[config.mk]
export PLATFORM = sky130hd
export DESIGN_NAME = memCtrl
export DESIGN_NICKNAME = d
export VERILOG_FILES = /design/src/logic/memCtrlPkg.sv /design/src/logic/memArbiter.sv /design/src/logic/byteSequencer.sv /design/src/logic/byteAssembler.sv /design/src/logic/memCtrl.sv
export SDC_FILE = /design/constraint.sdc
export NUM_CORES = 1
export LEC_CHECK = 0
export BUFFER_PORTS_ARGS = -buffer_cell sky130_fd_sc_hd__buf_2
export CORE_ASPECT_RATIO = 2
export CORE_MARGIN = 5
export CORE_UTILIZATION = 45
export DETAILED_ROUTE_END_ITERATION = 12
export PLACE_DENSITY_LB_ADDON = 0.05
export REMOVE_ABC_BUFFERS = 1
export SLEW_MARGIN = 40
export SYNTH_ARGS = -nofsm -noshare
export SYNTH_HDL_FRONTEND = slang
export SYNTH_HIERARCHICAL = 1
export SYNTH_SLANG_ARGS = --single-unit
[constraint.sdc]
create_clock -name clk -period 7.1 [get_ports clk]
set_input_delay 0.71 -clock clk [delete_from_list [all_inputs] [get_ports clk]]
set_output_delay 0.71 -clock clk [all_outputs]
set_load 0.005 [all_outputs]
[src/logic/memCtrlPkg.sv]
package memCtrlPkg;

    localparam int ADDR_W    = 32;
    localparam int DATA_W    = 32;
    localparam int BYTE_W    = 8;
    localparam int MAX_BYTES = 4;
    // lane index width inside one word
    localparam int IDX_W     = $clog2(MAX_BYTES);

    // access length in bytes
    typedef logic [2:0] accessLen_t;

    localparam accessLen_t LEN_BYTE = 3'd1;
    localparam accessLen_t LEN_HALF = 3'd2;
    localparam accessLen_t LEN_WORD = 3'd4;

    typedef enum logic [1:0] {
        OP_FETCH = 2'd0,
        OP_LOAD  = 2'd1,
        OP_STORE = 2'd2
    } memOp_t;

    // ram read/write line
    localparam logic MEM_READ  = 1'b0;
    localparam logic MEM_WRITE = 1'b1;

    typedef struct packed {
        logic              store;
        accessLen_t        len;
        logic [ADDR_W-1:0] addr;
        logic [DATA_W-1:0] wdata;
    } dataReq_t;

    typedef struct packed {
        memOp_t            op;
        accessLen_t        len;
        logic [ADDR_W-1:0] addr;
        logic [DATA_W-1:0] wdata;
    } memReq_t;

    typedef struct packed {
        logic              rw;
        logic [ADDR_W-1:0] addr;
        logic [BYTE_W-1:0] wdata;
    } memPort_t;

    // one issued byte, seen again one cycle later
    typedef struct packed {
        logic             valid;
        logic             isRead;
        logic             last;
        logic [IDX_W-1:0] index;
        logic             isFetch;
    } byteTag_t;

endpackage

[src/logic/memArbiter.sv]
module memArbiter import memCtrlPkg::*; (
    input  logic              clk,
    input  logic              rst,
    input  logic              i_stall,

    input  logic              i_fetchEn,
    input  logic [ADDR_W-1:0] i_fetchAddr,

    input  logic              i_dataEn,
    input  dataReq_t          i_dataReq,

    input  logic              i_finish,

    output logic              o_busy,
    output memReq_t           o_req
);

    logic    busy;
    logic    accept;
    memReq_t heldReq;
    memReq_t nextReq;

    // new work only from idle, and never in a stall cycle
    assign accept = !busy && !i_stall && (i_dataEn || i_fetchEn);

    // data port wins over fetch
    always_comb begin
        if (i_dataEn) begin
            nextReq.op    = i_dataReq.store ? OP_STORE : OP_LOAD;
            nextReq.len   = i_dataReq.len;
            nextReq.addr  = i_dataReq.addr;
            nextReq.wdata = i_dataReq.wdata;
        end else begin
            nextReq.op    = OP_FETCH;
            nextReq.len   = LEN_WORD;
            nextReq.addr  = i_fetchAddr;
            nextReq.wdata = '0;
        end
    end

    always_ff @(posedge clk) begin
        if (rst) begin
            busy <= 1'b0;
        end else if (busy) begin
            // finish may land in a stall cycle, release anyway
            if (i_finish) begin
                busy <= 1'b0;
            end
        end else if (accept) begin
            busy <= 1'b1;
        end
    end

    always_ff @(posedge clk) begin
        if (accept) begin
            heldReq <= nextReq;
        end
    end

    assign o_busy = busy;
    assign o_req  = heldReq;

endmodule

[src/logic/byteSequencer.sv]
module byteSequencer import memCtrlPkg::*; (
    input  logic     clk,
    input  logic     rst,
    input  logic     i_stall,

    // held request from the arbiter
    input  logic     i_busy,
    input  memReq_t  i_req,

    // ram command, driven every cycle
    output memPort_t o_mem,

    // registered tag of the byte issued last cycle
    output byteTag_t o_tag
);

    accessLen_t       count;
    logic [IDX_W-1:0] lane;
    logic             issue;
    logic             lastByte;
    logic             isStore;
    memPort_t         port;
    byteTag_t         tagNext;
    byteTag_t         tagReg;

    assign lane     = count[IDX_W-1:0];
    assign isStore  = (i_req.op == OP_STORE);
    assign lastByte = (count == accessLen_t'(i_req.len - 3'd1));

    // nothing left once count reaches len
    assign issue = i_busy && !i_stall && (count < i_req.len);

    always_comb begin
        port.rw    = MEM_READ;
        port.addr  = '0;
        port.wdata = '0;
        if (issue) begin
            port.rw    = isStore ? MEM_WRITE : MEM_READ;
            port.addr  = i_req.addr + ADDR_W'(count);
            // store byte k comes from bits 8k up
            port.wdata = i_req.wdata[lane*BYTE_W +: BYTE_W];
        end
    end

    always_comb begin
        tagNext.valid   = issue;
        tagNext.isRead  = !isStore;
        tagNext.last    = lastByte;
        tagNext.index   = lane;
        tagNext.isFetch = (i_req.op == OP_FETCH);
    end

    always_ff @(posedge clk) begin
        if (rst) begin
            count <= '0;
        end else if (!i_busy) begin
            // back to zero once finish drops busy
            count <= '0;
        end else if (issue) begin
            count <= count + 3'd1;
        end
    end

    // tag lines up with the read byte coming back from the ram
    always_ff @(posedge clk) begin
        if (rst) begin
            tagReg <= '0;
        end else begin
            tagReg <= tagNext;
        end
    end

    assign o_mem = port;
    assign o_tag = tagReg;

endmodule

[src/logic/byteAssembler.sv]
module byteAssembler import memCtrlPkg::*; (
    input  logic              clk,
    input  logic              rst,

    // read byte from the ram, one cycle after its address
    input  logic [BYTE_W-1:0] i_memData,
    input  byteTag_t          i_tag,

    output logic              o_finish,

    output logic              o_fetchDone,
    output logic [DATA_W-1:0] o_fetchInst,

    output logic              o_dataDone,
    output logic [DATA_W-1:0] o_dataRdata
);

    logic [MAX_BYTES-1:0][BYTE_W-1:0] lanes;
    logic                             fetchDone;
    logic                             dataDone;
    logic                             finish;
    logic                             endOfReq;

    assign endOfReq = i_tag.valid && i_tag.last;
    assign finish   = fetchDone || dataDone;

    // lanes not written stay zero, which zero-extends short loads
    always_ff @(posedge clk) begin
        if (rst) begin
            lanes <= '0;
        end else if (finish) begin
            lanes <= '0;
        end else if (i_tag.valid && i_tag.isRead) begin
            lanes[i_tag.index] <= i_memData;
        end
    end

    // done goes to whoever owns the last byte
    always_ff @(posedge clk) begin
        if (rst) begin
            fetchDone <= 1'b0;
            dataDone  <= 1'b0;
        end else begin
            fetchDone <= endOfReq && i_tag.isFetch;
            dataDone  <= endOfReq && !i_tag.isFetch;
        end
    end

    assign o_finish    = finish;
    assign o_fetchDone = fetchDone;
    assign o_dataDone  = dataDone;

    // same word serves both ports, qualified by the matching done
    assign o_fetchInst = lanes;
    assign o_dataRdata = lanes;

endmodule

[src/logic/memCtrl.sv]
module memCtrl import memCtrlPkg::*; (
    input  logic              clk,
    input  logic              rst,
    input  logic              i_rdy,
    input  logic              i_ioBufferFull,

    // byte-wide ram
    input  logic [BYTE_W-1:0] i_memData,
    output memPort_t          o_mem,

    // instruction fetch port
    input  logic              i_fetchEn,
    input  logic [ADDR_W-1:0] i_fetchAddr,
    output logic              o_fetchDone,
    output logic [DATA_W-1:0] o_fetchInst,

    // load/store port
    input  logic              i_dataEn,
    input  dataReq_t          i_dataReq,
    output logic              o_dataDone,
    output logic [DATA_W-1:0] o_dataRdata
);

    logic     stall;
    logic     busy;
    logic     finish;
    memReq_t  req;
    byteTag_t tag;

    // core not ready or io buffer full
    assign stall = !i_rdy || i_ioBufferFull;

    memArbiter memArbiter_i (
        .clk         (clk),
        .rst         (rst),
        .i_stall     (stall),
        .i_fetchEn   (i_fetchEn),
        .i_fetchAddr (i_fetchAddr),
        .i_dataEn    (i_dataEn),
        .i_dataReq   (i_dataReq),
        .i_finish    (finish),
        .o_busy      (busy),
        .o_req       (req)
    );

    byteSequencer byteSequencer_i (
        .clk     (clk),
        .rst     (rst),
        .i_stall (stall),
        .i_busy  (busy),
        .i_req   (req),
        .o_mem   (o_mem),
        .o_tag   (tag)
    );

    byteAssembler byteAssembler_i (
        .clk         (clk),
        .rst         (rst),
        .i_memData   (i_memData),
        .i_tag       (tag),
        .o_finish    (finish),
        .o_fetchDone (o_fetchDone),
        .o_fetchInst (o_fetchInst),
        .o_dataDone  (o_dataDone),
        .o_dataRdata (o_dataRdata)
    );

endmodule

* Word level (Yosys, flattened, before mapping) *
Index checks and enable logic that the tools add are counted.

storage, ports and cells
  flip-flop bits (word level) = 113
  input bits = 114
  output and inout port bits = 107
  logic and storage cells = 57

operators by class
  $add $sub $neg = 3
  $lt $le $gt $ge = 3
  equality and inequality tests = 2
  shift operators = 1
  muxes and demuxes = 10
  bitwise logic cells = 1
  reductions and logical operators = 20

operators by type and width
  cell                                                                   count
  64-bit 2-to-1 mux                                                      1
  41-bit 2-to-1 mux                                                      1
  32-bit by 3-bit adder with 32-bit output                               1
  32-bit bitwise mux                                                     1
  32-bit by 6-bit variable part select with 8-bit output                 1
  8-bit demux with 2-bit select                                          1
  1-bit logical AND                                                      9
  8-bit 2-to-1 mux                                                       1
  1-bit logical NOT                                                      5
  1-bit 2-to-1 mux                                                       4
  2-bit OR reduction                                                     2
  3-bit by 1-bit adder with 3-bit output, second input constant          1
  3-bit equality test                                                    1
  1-bit logical OR                                                       3
  2-bit by 3-bit < comparator with 1-bit output, second input constant   1
  3-bit < comparator                                                     1
  3-bit by 1-bit subtractor with 3-bit output, second input constant     1
  2-bit equality test, second input constant                             1
  2-bit by 1-bit >= comparator with 1-bit output, second input constant  1
  2-bit logical NOT                                                      1
  2-bit 2-to-1 mux                                                       1
  1-bit NOT                                                              1

* Depth between registers and ports, before layout *
Gate-level depths: netlist of run 1.

  depth in word-level cells = 7
  mapped depth = 8
  mapped depth without buffers = 7

* Hierarchy *
Netlist of run 1, hierarchy kept.

modules (own cells, without submodules)
  module         times used  cells each  area each (um^2)
  memArbiter     1           151         2795.2
  byteAssembler  1           165         1835.5
  byteSequencer  1           218         1696.6
  memCtrl        1           1           6.3

* Worst setup path before layout of run 1 *
OpenSTA, ideal clock, no wires.

  kind = register to output
  start point = register byteSequencer_i.count[1]
  end point = output o_mem[22] (netlist bit)
  arrival time = 2.402 ns
  required time = 6.390 ns
  setup slack = 3.988 ns
  stages on the path, launching flop included = 9
  cell sequence = dfxtp_1 clkbuf_1 inv_1 fa_1 nor2b_1 o2111ai_4 buf_2 or3_1 a21oi_1

RTL lines
  item                      line                 source
  start: declaration        byteSequencer.sv:17  accessLen_t count;
  start signal: assignment  byteSequencer.sv:60  count <= count + 3'd1;
  end: declaration          memCtrl.sv:9         output memPort_t o_mem,

==> results of run 1 <==
==> state kept, by name, indices dropped and copies added (netlist names) <==
register and cells:
memArbiter_i/o_req 69, byteAssembler_i/o_dataRdata 32, byteSequencer_i/o_tag 6, byteSequencer_i/count 3, byteAssembler_i/o_dataDone 1, byteAssembler_i/o_fetchDone 1
memArbiter_i/o_busy 1
==> critical path, cell delays in order (launching register included) <==
cell and delay [ns]:
sky130_fd_sc_hd__dfxtp_1 0.76, sky130_fd_sc_hd__ha_1 0.29, sky130_fd_sc_hd__inv_1 0.06, sky130_fd_sc_hd__fa_1 0.37, sky130_fd_sc_hd__nor2b_1 0.46, sky130_fd_sc_hd__o2111ai_4 0.32
sky130_fd_sc_hd__or4_1 0.48, sky130_fd_sc_hd__a21oi_1 0.21, sky130_fd_sc_hd__buf_2 0.16
==> final cells by class <==
class	instances	area share [%]
sequential	113	38.0
multi-input combinational	340	36.7
timing repair buffer	225	14.7
clock buffer	17	5.48
tap	189	3.04
clock inverter	15	1.61
inverter	10	0.483
==> kinds of logic (layout without fill, tap and decap cells) <==
| kind of cell | Yosys count | in the layout |
|---|---|---|
| AOI/OAI and AO/OA | 54 | 54 |
| xor gates and xnor gates | 12 | 12 |
| adders and majority gates | 9 | 9 |
| buffers and inverters | 82 | 267 |
| DFF | 113 | 113 |
| muxes | 75 | 75 |
| and+or+nand+nor | 190 | 190 |
==> per-layer routing <==
layer  up-vias  routed length (um)  global-route usage, %
met2       190                8190                   33.3
met3        16                1070                   4.29
met5         -                   0                      0
met4         0                 215                   6.51
met1      2240                5850                   20.6
li1       2350                   -                      -
==> worst paths after layout <==
path / cells past startpoint / to / slack, ns
setup / recovery: 8 / o_mem[30] / 2.87
hold / removal: 1 / byteAssembler_i/o_dataDone$_SDFF_PP0_ / 0.42
setup reg to reg: 5 / byteSequencer_i/o_tag[5]$_SDFF_PP0_ / 4.65
hold reg to reg: 1 / byteAssembler_i/o_dataDone$_SDFF_PP0_ / 0.42
==> Yosys cell counts, types with 2 or more instances <==
master	number	area [sq um]
sky130_fd_sc_hd__edfxtp_1	69	2070
sky130_fd_sc_hd__dfxtp_1	44	881
sky130_fd_sc_hd__and2_1	37	231
sky130_fd_sc_hd__mux2i_1	35	350
sky130_fd_sc_hd__buf_4	34	255
sky130_fd_sc_hd__or4b_1	33	330
sky130_fd_sc_hd__mux2_2	32	360
sky130_fd_sc_hd__a21oi_1	21	105
sky130_fd_sc_hd__o31ai_1	16	120
sky130_fd_sc_hd__or4_1	16	120
sky130_fd_sc_hd__nor2_1	15	56.3
sky130_fd_sc_hd__nand2_1	14	52.6
sky130_fd_sc_hd__clkbuf_1	13	48.8
sky130_fd_sc_hd__buf_2	11	55.1
sky130_fd_sc_hd__and3_1	10	62.6
sky130_fd_sc_hd__buf_6	10	113
sky130_fd_sc_hd__inv_1	10	37.5
sky130_fd_sc_hd__nand3_1	9	45.0
sky130_fd_sc_hd__xor2_1	9	78.8
sky130_fd_sc_hd__ha_1	8	100
sky130_fd_sc_hd__mux4_2	8	180
sky130_fd_sc_hd__nand4_1	7	43.8
sky130_fd_sc_hd__o21ai_0	7	35.0
sky130_fd_sc_hd__or4b_4	7	96.3
sky130_fd_sc_hd__and4_1	6	52.6
sky130_fd_sc_hd__nor2b_1	5	31.3
sky130_fd_sc_hd__or3_1	5	31.3
sky130_fd_sc_hd__nor4_1	4	25.0
sky130_fd_sc_hd__o2111ai_1	4	35.0
sky130_fd_sc_hd__clkbuf_2	3	15.0
sky130_fd_sc_hd__nand2b_1	3	18.8
sky130_fd_sc_hd__nand4b_1	3	26.3
sky130_fd_sc_hd__nor3_1	3	15.0
sky130_fd_sc_hd__xnor2_1	3	26.3
sky130_fd_sc_hd__and2_2	2	15.0
sky130_fd_sc_hd__and3_2	2	15.0
sky130_fd_sc_hd__nor3b_1	2	15.0
sky130_fd_sc_hd__o211ai_1	2	15.0
==> where the power goes <==
group	total [W]	leakage [nW]	switching, W	internal, W
sequential	0.000732	0.998	0.0000116	0.000720
combinational	0.000109	2.09	0.0000511	0.0000582
clock	0.000783	0.261	0.000328	0.000455
total	0.00162	3.35	0.000390	0.00123
==> per-stage QoR <==
stage	hold WS, ns	cells
floorplan	0.390	463
global placement	0.399	877
detailed placement	0.420	877
CTS	0.429	909
global route	0.431	909
finish	0.421	909
==> layout by cell type (no fill, tap or decap), types with 9 or more instances in the layout <==
cell type                   count
sky130_fd_sc_hd__buf_2        220
sky130_fd_sc_hd__edfxtp_1      69
sky130_fd_sc_hd__dfxtp_1       44
sky130_fd_sc_hd__and2_1        37
sky130_fd_sc_hd__mux2i_1       35
sky130_fd_sc_hd__or4b_1        33
sky130_fd_sc_hd__mux2_2        32
sky130_fd_sc_hd__a21oi_1       21
sky130_fd_sc_hd__clkbuf_16     17
sky130_fd_sc_hd__o31ai_1       16
sky130_fd_sc_hd__or4_1         16
sky130_fd_sc_hd__nor2_1        14
sky130_fd_sc_hd__nand2_1       13
sky130_fd_sc_hd__inv_1         10
sky130_fd_sc_hd__and3_1        10
sky130_fd_sc_hd__nand3_1        9
sky130_fd_sc_hd__xor2_1         9
==> results by group, run 1 <==
Outcome
  • Status: finished clean

Drt
  • DRC viols: 0
  • DR WL/cell: 16.9 um
  • Starting DRC count in detailed routing: around 150
  • Via density per instance: between 5 and 6
  • Pre-antenna DRT Iters: 4
  • Overall via count from detail_route: approximately 4800
  • Number of routed nets with antenna violations: 0
  • Aggregate routed wire length: 15.3 mm

Clock tree
  • Clock-pin slew on the worst setup and hold paths: approximately 0.060 ns
  • Deepest level of the CTS H-tree: 4
  • Clk buf depth: 2
  • Hold-fix buffer count after cts: 0
  • Clock latency at the later pin of the worst-skew pair: ~0.4 ns
  • Number of instances resized during post-cts repair: 0
  • TritonCTS buffer count: 17
  • Total clock sinks: roughly 110
  • CTS tree: yes
  • Buffers inserted during post-CTS setup optimization: 0
  • Clock Root Buffer: sky130_fd_sc_hd__clkbuf_16

Floorplanning
  • Standard cell core area: ~14000 sq um
  • Number of placed I/O pins: between 200 and 250
  • Placement row count: a little over 60
  • Initial Utilization: approximately 46%
  • Die Wd: 93.9 um
  • Die Area: between 15000 and 20000 sq um
  • Height of the chip: 178 um

Place
  • Placed inst area: just over 7000 sq um
  • Routability congestion estimate: between 0.7 and 0.8
  • IO Port Bufs: between 200 and 250
  • Minimum setup slack after placement: ~3.2 ns
  • Half-perimeter wire length of the detailed placement result: between 10 and 15 mm

Hold path
  • Critical hold path startpoint: byteSequencer_i/o_tag[0]$_SDFF_PP0_
  • HP Class: register to register

Yosys
  • Proportion of synthesized flip-flops having asynchronous set or reset: 0%
  • Combinational family with the most area after synthesis: simple AND/OR/NAND/NOR gates
  • Cells after Synth: 535
  • Count of warnings emitted by yosys: 6
  • Compound-Gate Fraction of Synth Area: around 5.7%
  • Number of library cell types mapped by synthesis: a little over 50
  • Portion of netlist area occupied by mux cells: 14.1%
  • Synth Area in Simple Gates: a little over a fifth
  • Flop and latch count out of synthesis: roughly 110
  • Adder and majority gate portion of the synthesized area: approximately 1.9%
  • Synthesized area: about 6300 sq um
  • Xor/xnor share of the synthesized area: between 1.5 and 2%
  • Most used DFF post-synth: sky130_fd_sc_hd__edfxtp_1
  • Portion of the post-synthesis area used by sequential elements: ~47%
  • Count of flip-flops with a built-in enable after synthesis: 69
  • Post-Synthesis Mean Instance Area: around 12 sq um

Power
  • Standby leakage power: about 3.4 nW
  • Power Dens Cells: between 200 and 250 nW/um^2
  • Maximum vdd ir drop: about 150 uV
  • Overall power: roughly 0.0016 W

GRT
  • Antenna violations before repair: 0
  • Global Route Usage Sum: roughly 18%
  • Wire length of the first global-routing pass: about 24 mm
  • Pin count of the biggest net entering global routing: 71
  • Total global routing overflow: 0
  • Number of global-route vias before repair: between 4000 and 5000

STA
  • Number of endpoints failing setup at the final stage: 0
  • Total Neg Setup Slack: 0 ns
  • Worst slew pin tran: 0.782 ns
  • Minimum clock period: between 4 and 5 ns
  • Number of max-slew violations in the final report: 0
  • Final Cycle Share: between 50 and 60%
  • Final setup skew: between 0.009 and 0.01 ns
  • Highest clock rate: between 200 and 250 MHz
  • RSZ-0062 raised after global routing: no
  • Max transition margin: a little under half
  • Final hold violation count: 0
  • Min setup slack post-route: 2.87 ns

Worst setup path
  • Arrival @ worst endpoint: ~3.5 ns
  • Required time of the critical path: 6.39 ns
  • Worst setup path class: register to output port
  • Startpoint of the most critical setup path: byteSequencer_i/count[0]$_SDFFE_PP0P_
  • Setup crit start kind: register
  • Worst r2r src: byteSequencer_i/count[1]$_SDFFE_PP0P_
  • Max FO, Critical Path: 18
  • Critical Path Sink Type: output port

Cells and area
  • Count of antenna diodes in the layout: 0
  • Layout cells sized above 1: approximately 44%
  • Synth-to-Final Area Change: 22.6%
  • # nets final: 830
  • Area used by sequential logic in the layout: between 2000 and 3000 sq um
  • Fillcell total: approximately 1300
  • Final core utilization: a little under three fifths
  • Area used by multi-input combinational logic: between 2000 and 3000 sq um
  • Final instance area: 7770 sq um

Job
  • Max capacitance violation total: 0
(Power assumes the default switching activity.)
==> inputs of run 2 (changes only) <==
==> constraint.sdc (replaced) <==
create_clock -name clk -period 4.2 [get_ports clk]
set_input_delay 0.42 -clock clk [delete_from_list [all_inputs] [get_ports clk]]
set_output_delay 0.42 -clock clk [all_outputs]
set_load 0.005 [all_outputs]
==> run 2 against run 1 <==
- design area rose by 1.2%
- worst setup slack got worse by 2.4 ns
- clock skew rose by 0.00088 ns
- first-iteration DRC count rose by 4.5%
- power rose by 76%
- critical path depth rose by 1
- critical endpoint is now o_mem[28]
- largest cell class unchanged
==> results by group, run 2 (synthesis gave the netlist of run 1 again) <==
Cells and area
  • Layout cells sized above 1: 44.1% (was 44.0%)
  • Area used by multi-input combinational logic: 2840 sq um (was 2850 sq um)
  • Commonest non-fill, non-tap cell in the layout: sky130_fd_sc_hd__buf_2 (unchanged)
  • Leading cell types in the layout, fill and taps excluded: sky130_fd_sc_hd__buf_2 (220), sky130_fd_sc_hd__edfxtp_1 (69), sky130_fd_sc_hd__dfxtp_1 (43), sky130_fd_sc_hd__and2_1 (37), sky130_fd_sc_hd__mux2i_1 (35) (was sky130_fd_sc_hd__buf_2 (220), sky130_fd_sc_hd__edfxtp_1 (69), sky130_fd_sc_hd__dfxtp_1 (44), sky130_fd_sc_hd__and2_1 (37), sky130_fd_sc_hd__mux2i_1 (35))
  • Number of flip-flops in the largest register: 69 (unchanged)
  • Synth-to-Final Area Change: 24.1% (was 22.6%)
  • Final instance area: 7860 sq um (was 7770 sq um)
  • Count of antenna diodes in the layout: 0 (unchanged)
  • Fillcell total: 1290 (was 1278)
  • # nets final: 835 (was 830)
  • Area used by sequential logic in the layout: 2950 sq um (about the same)

STA
  • Minimum clock period: about 3.7 ns
  • Highest clock rate: between 200 and 300 MHz
  • Total Neg Setup Slack: 0 ns (unchanged)
  • Number of endpoints failing setup at the final stage: 0 (unchanged)
  • Number of max-slew violations in the final report: 0 (unchanged)
  • Max transition margin: 46.5% (was 47.8%)
  • Final hold violation count: 0 (unchanged)
  • Final setup skew: 0.0108 ns (was 0.00996 ns)
  • Worst slew pin tran: 0.799 ns (was 0.782 ns)
  • Min setup slack post-route: 0.480 ns (was 2.87 ns)
  • Final Cycle Share: 88.6%
  • RSZ-0062 raised after global routing: no (unchanged)

Power
  • Comb pwr share: 6.6% (was 6.7%)
  • Standby leakage power: 3.41 nW (was 3.35 nW)
  • Net load switching power: 0.000658 W (was 0.000390 W)
  • Proportion of power drawn by the clock network: 50.2% (was 48.2%)
  • Maximum vdd ir drop: 283 uV (was 152 uV)
  • Internal power: 0.00221 W (was 0.00123 W)
  • Net switching share of the total power: 23.0% (was 24.0%)
  • Sequential group share of total power: 43.2% (was 45.1%)
  • Power Dens Cells: 365 nW/um^2 (was 209 nW/um^2)

Hold path
  • HP Class: primary input to register (was register to register)

Floorplanning
  • Placement row count: 61 (unchanged)
  • Die Wd: 93.9 um (unchanged)
  • Initial Utilization: 45.6% (unchanged)
  • Number of placed I/O pins: 221 (unchanged)
  • Die Area: 16700 sq um (unchanged)
  • Standard cell core area: 13900 sq um (unchanged)
  • Height of the chip: 178 um (unchanged)

GRT
  • Fraction of met2 tracks used by global routing: 33.8% (was 33.3%)
  • Met1 usage in global routing: 21.9% (was 20.6%)
  • Number of global-route vias before repair: 4832 (was 4982)
  • Global Route Usage Sum: 18.9% (was 18.4%)
  • Antenna violations before repair: 0 (unchanged)
  • Wire length of the first global-routing pass: 24.6 mm (was 24.1 mm)
  • Total global routing overflow: 0 (unchanged)
  • Pin count of the biggest net entering global routing: 70 (was 71)
  • Layer with the highest usage: met2 (unchanged)
  • GRT met3 Usage: 4.41% (was 4.29%)

Drt
  • Starting DRC count in detailed routing: 161 (was 154)
  • Overall via count from detail_route: 4805 (was 4796)
  • Aggregate routed wire length: 15.7 mm (was 15.3 mm)
  • DR WL/cell: 17.2 um (was 16.9 um)
  • DRC viols: 0 (unchanged)
  • Pre-antenna DRT Iters: 4 (unchanged)
  • Number of routed nets with antenna violations: 0 (unchanged)
  • Via density per instance: 5.26 (was 5.28)

Worst setup path
  • Required time of the critical path: 3.78 ns (was 6.39 ns)
  • Critical Path Sink Type: output port (unchanged)
  • Arrival @ worst endpoint: 3.30 ns (was 3.52 ns)
  • Worst setup path class: register to output port (unchanged)
  • Critical path's largest stage delay: 0.56 ns (was 0.76 ns)
  • Cells along the critical path: buf_4 > ha_1 > inv_1 > fa_1 > nor2b_1 > o2111ai_4 > or4_1 > a21oi_1 > buf_2 (was ha_1 > inv_1 > fa_1 > nor2b_1 > o2111ai_4 > or4_1 > a21oi_1 > buf_2)
  • Setup crit start kind: register (unchanged)
  • Max FO, Critical Path: 18 (unchanged)
  • Cell at the slowest stage of the critical path: sky130_fd_sc_hd__or4_1 (was sky130_fd_sc_hd__dfxtp_1)

Clock tree
  • Clock latency at the later pin of the worst-skew pair: 0.41 ns (was 0.40 ns)
  • Number of instances resized during post-cts repair: 0 (unchanged)
  • Hold-fix buffer count after cts: 0 (unchanged)
  • Clock Root Buffer: sky130_fd_sc_hd__clkbuf_16 (unchanged)
  • Total clock sinks: 113 (unchanged)
  • Clock-pin slew on the worst setup and hold paths: 0.06 ns (about the same)
  • Buffers inserted during post-CTS setup optimization: 0 (unchanged)
  • Deepest level of the CTS H-tree: 4 (unchanged)
  • TritonCTS buffer count: 17 (unchanged)
  • CTS tree: yes (unchanged)
  • Clk buf depth: 2 (unchanged)

Place
  • Placed inst area: 7250 sq um (was 7210 sq um)
  • Minimum setup slack after placement: 0.908 ns (was 3.24 ns)
  • Routability congestion estimate: 0.786 (was 0.740)
  • Half-perimeter wire length of the detailed placement result: 11.6 mm (was 11.5 mm)
  • IO Port Bufs: 220 (unchanged)

Outcome
  • Status: finished clean (unchanged)

Job
  • Max capacitance violation total: 0 (unchanged)
[run 2: cell count changes in the layout (fill, tap and decap cells not counted), sizes merged]
cell and change:
bufinv +2, clkinvlp -2, buf +5
[run 2: power by group through the flow]
stage               registers [W]  clock network, W  logic [W]
floorplan                 0.00125                 0  0.0000922
global placement          0.00126                 0   0.000183
detailed placement        0.00126                 0   0.000189
CTS                       0.00124           0.00147   0.000190
global route              0.00124           0.00152   0.000208
finish                    0.00124           0.00144   0.000188
[run 2: per-layer routing]
layer / vias up / part of all wire (%)
li1: 2359 / -
met1: 2244 / 39
met2: 179 / 53
met3: 23 / 6.5
met4: 0 / 1.7
met5: - / 0
[run 2: critical path: cells and delay by family, from the launching register on]
family	cells	cell delay [ns]
AO/OA/AOI/OAI	2	0.50
adder cells (fa/ha/maj)	2	0.57
buffers and inverters	3	0.41
flip-flops	1	0.38
AND/OR/NAND/NOR	2	1.02
[run 2: through the flow]
step           total power [W]  hold WS (ns)  utilization (%)  instances
2_1_floorplan          0.00135         0.390                -        463
3_3_place_gp           0.00144         0.403             52.2        881
3_5_place_dp           0.00145         0.422             52.2        881
4_1_cts                0.00289         0.270             56.5        913
5_1_grt                0.00297         0.263             56.6        914
6_report               0.00286         0.287             56.6        914
[run 2: worst paths after layout]
check / slack, ns / endpoint / startpoint / depth (start not counted)
setup / recovery: 0.48 / o_mem[28] / byteSequencer_i/count[0]$_SDFFE_PP0P_ / 9
hold / removal: 0.29 / memArbiter_i/o_req[66]$_SDFFCE_PN1P_ / i_dataReq[66] / 2
setup reg to reg: 2.15 / byteSequencer_i/o_tag[5]$_SDFF_PP0_ / byteSequencer_i/count[1]$_SDFFE_PP0P_ / 7
hold reg to reg: 0.43 / byteAssembler_i/o_dataDone$_SDFF_PP0_ / byteSequencer_i/o_tag[0]$_SDFF_PP0_ / 1
[run 2: cell type report]
cell class                      instances  share of cell area, %
Inverter                               10                  0.478
Clock inverter                         15                   2.17
Multi-Input combinational cell        340                   36.2
Timing Repair Buffer                  230                   15.2
Tap cell                              189                   3.01
Sequential cell                       113                   37.6
Clock buffer                           17                   5.41
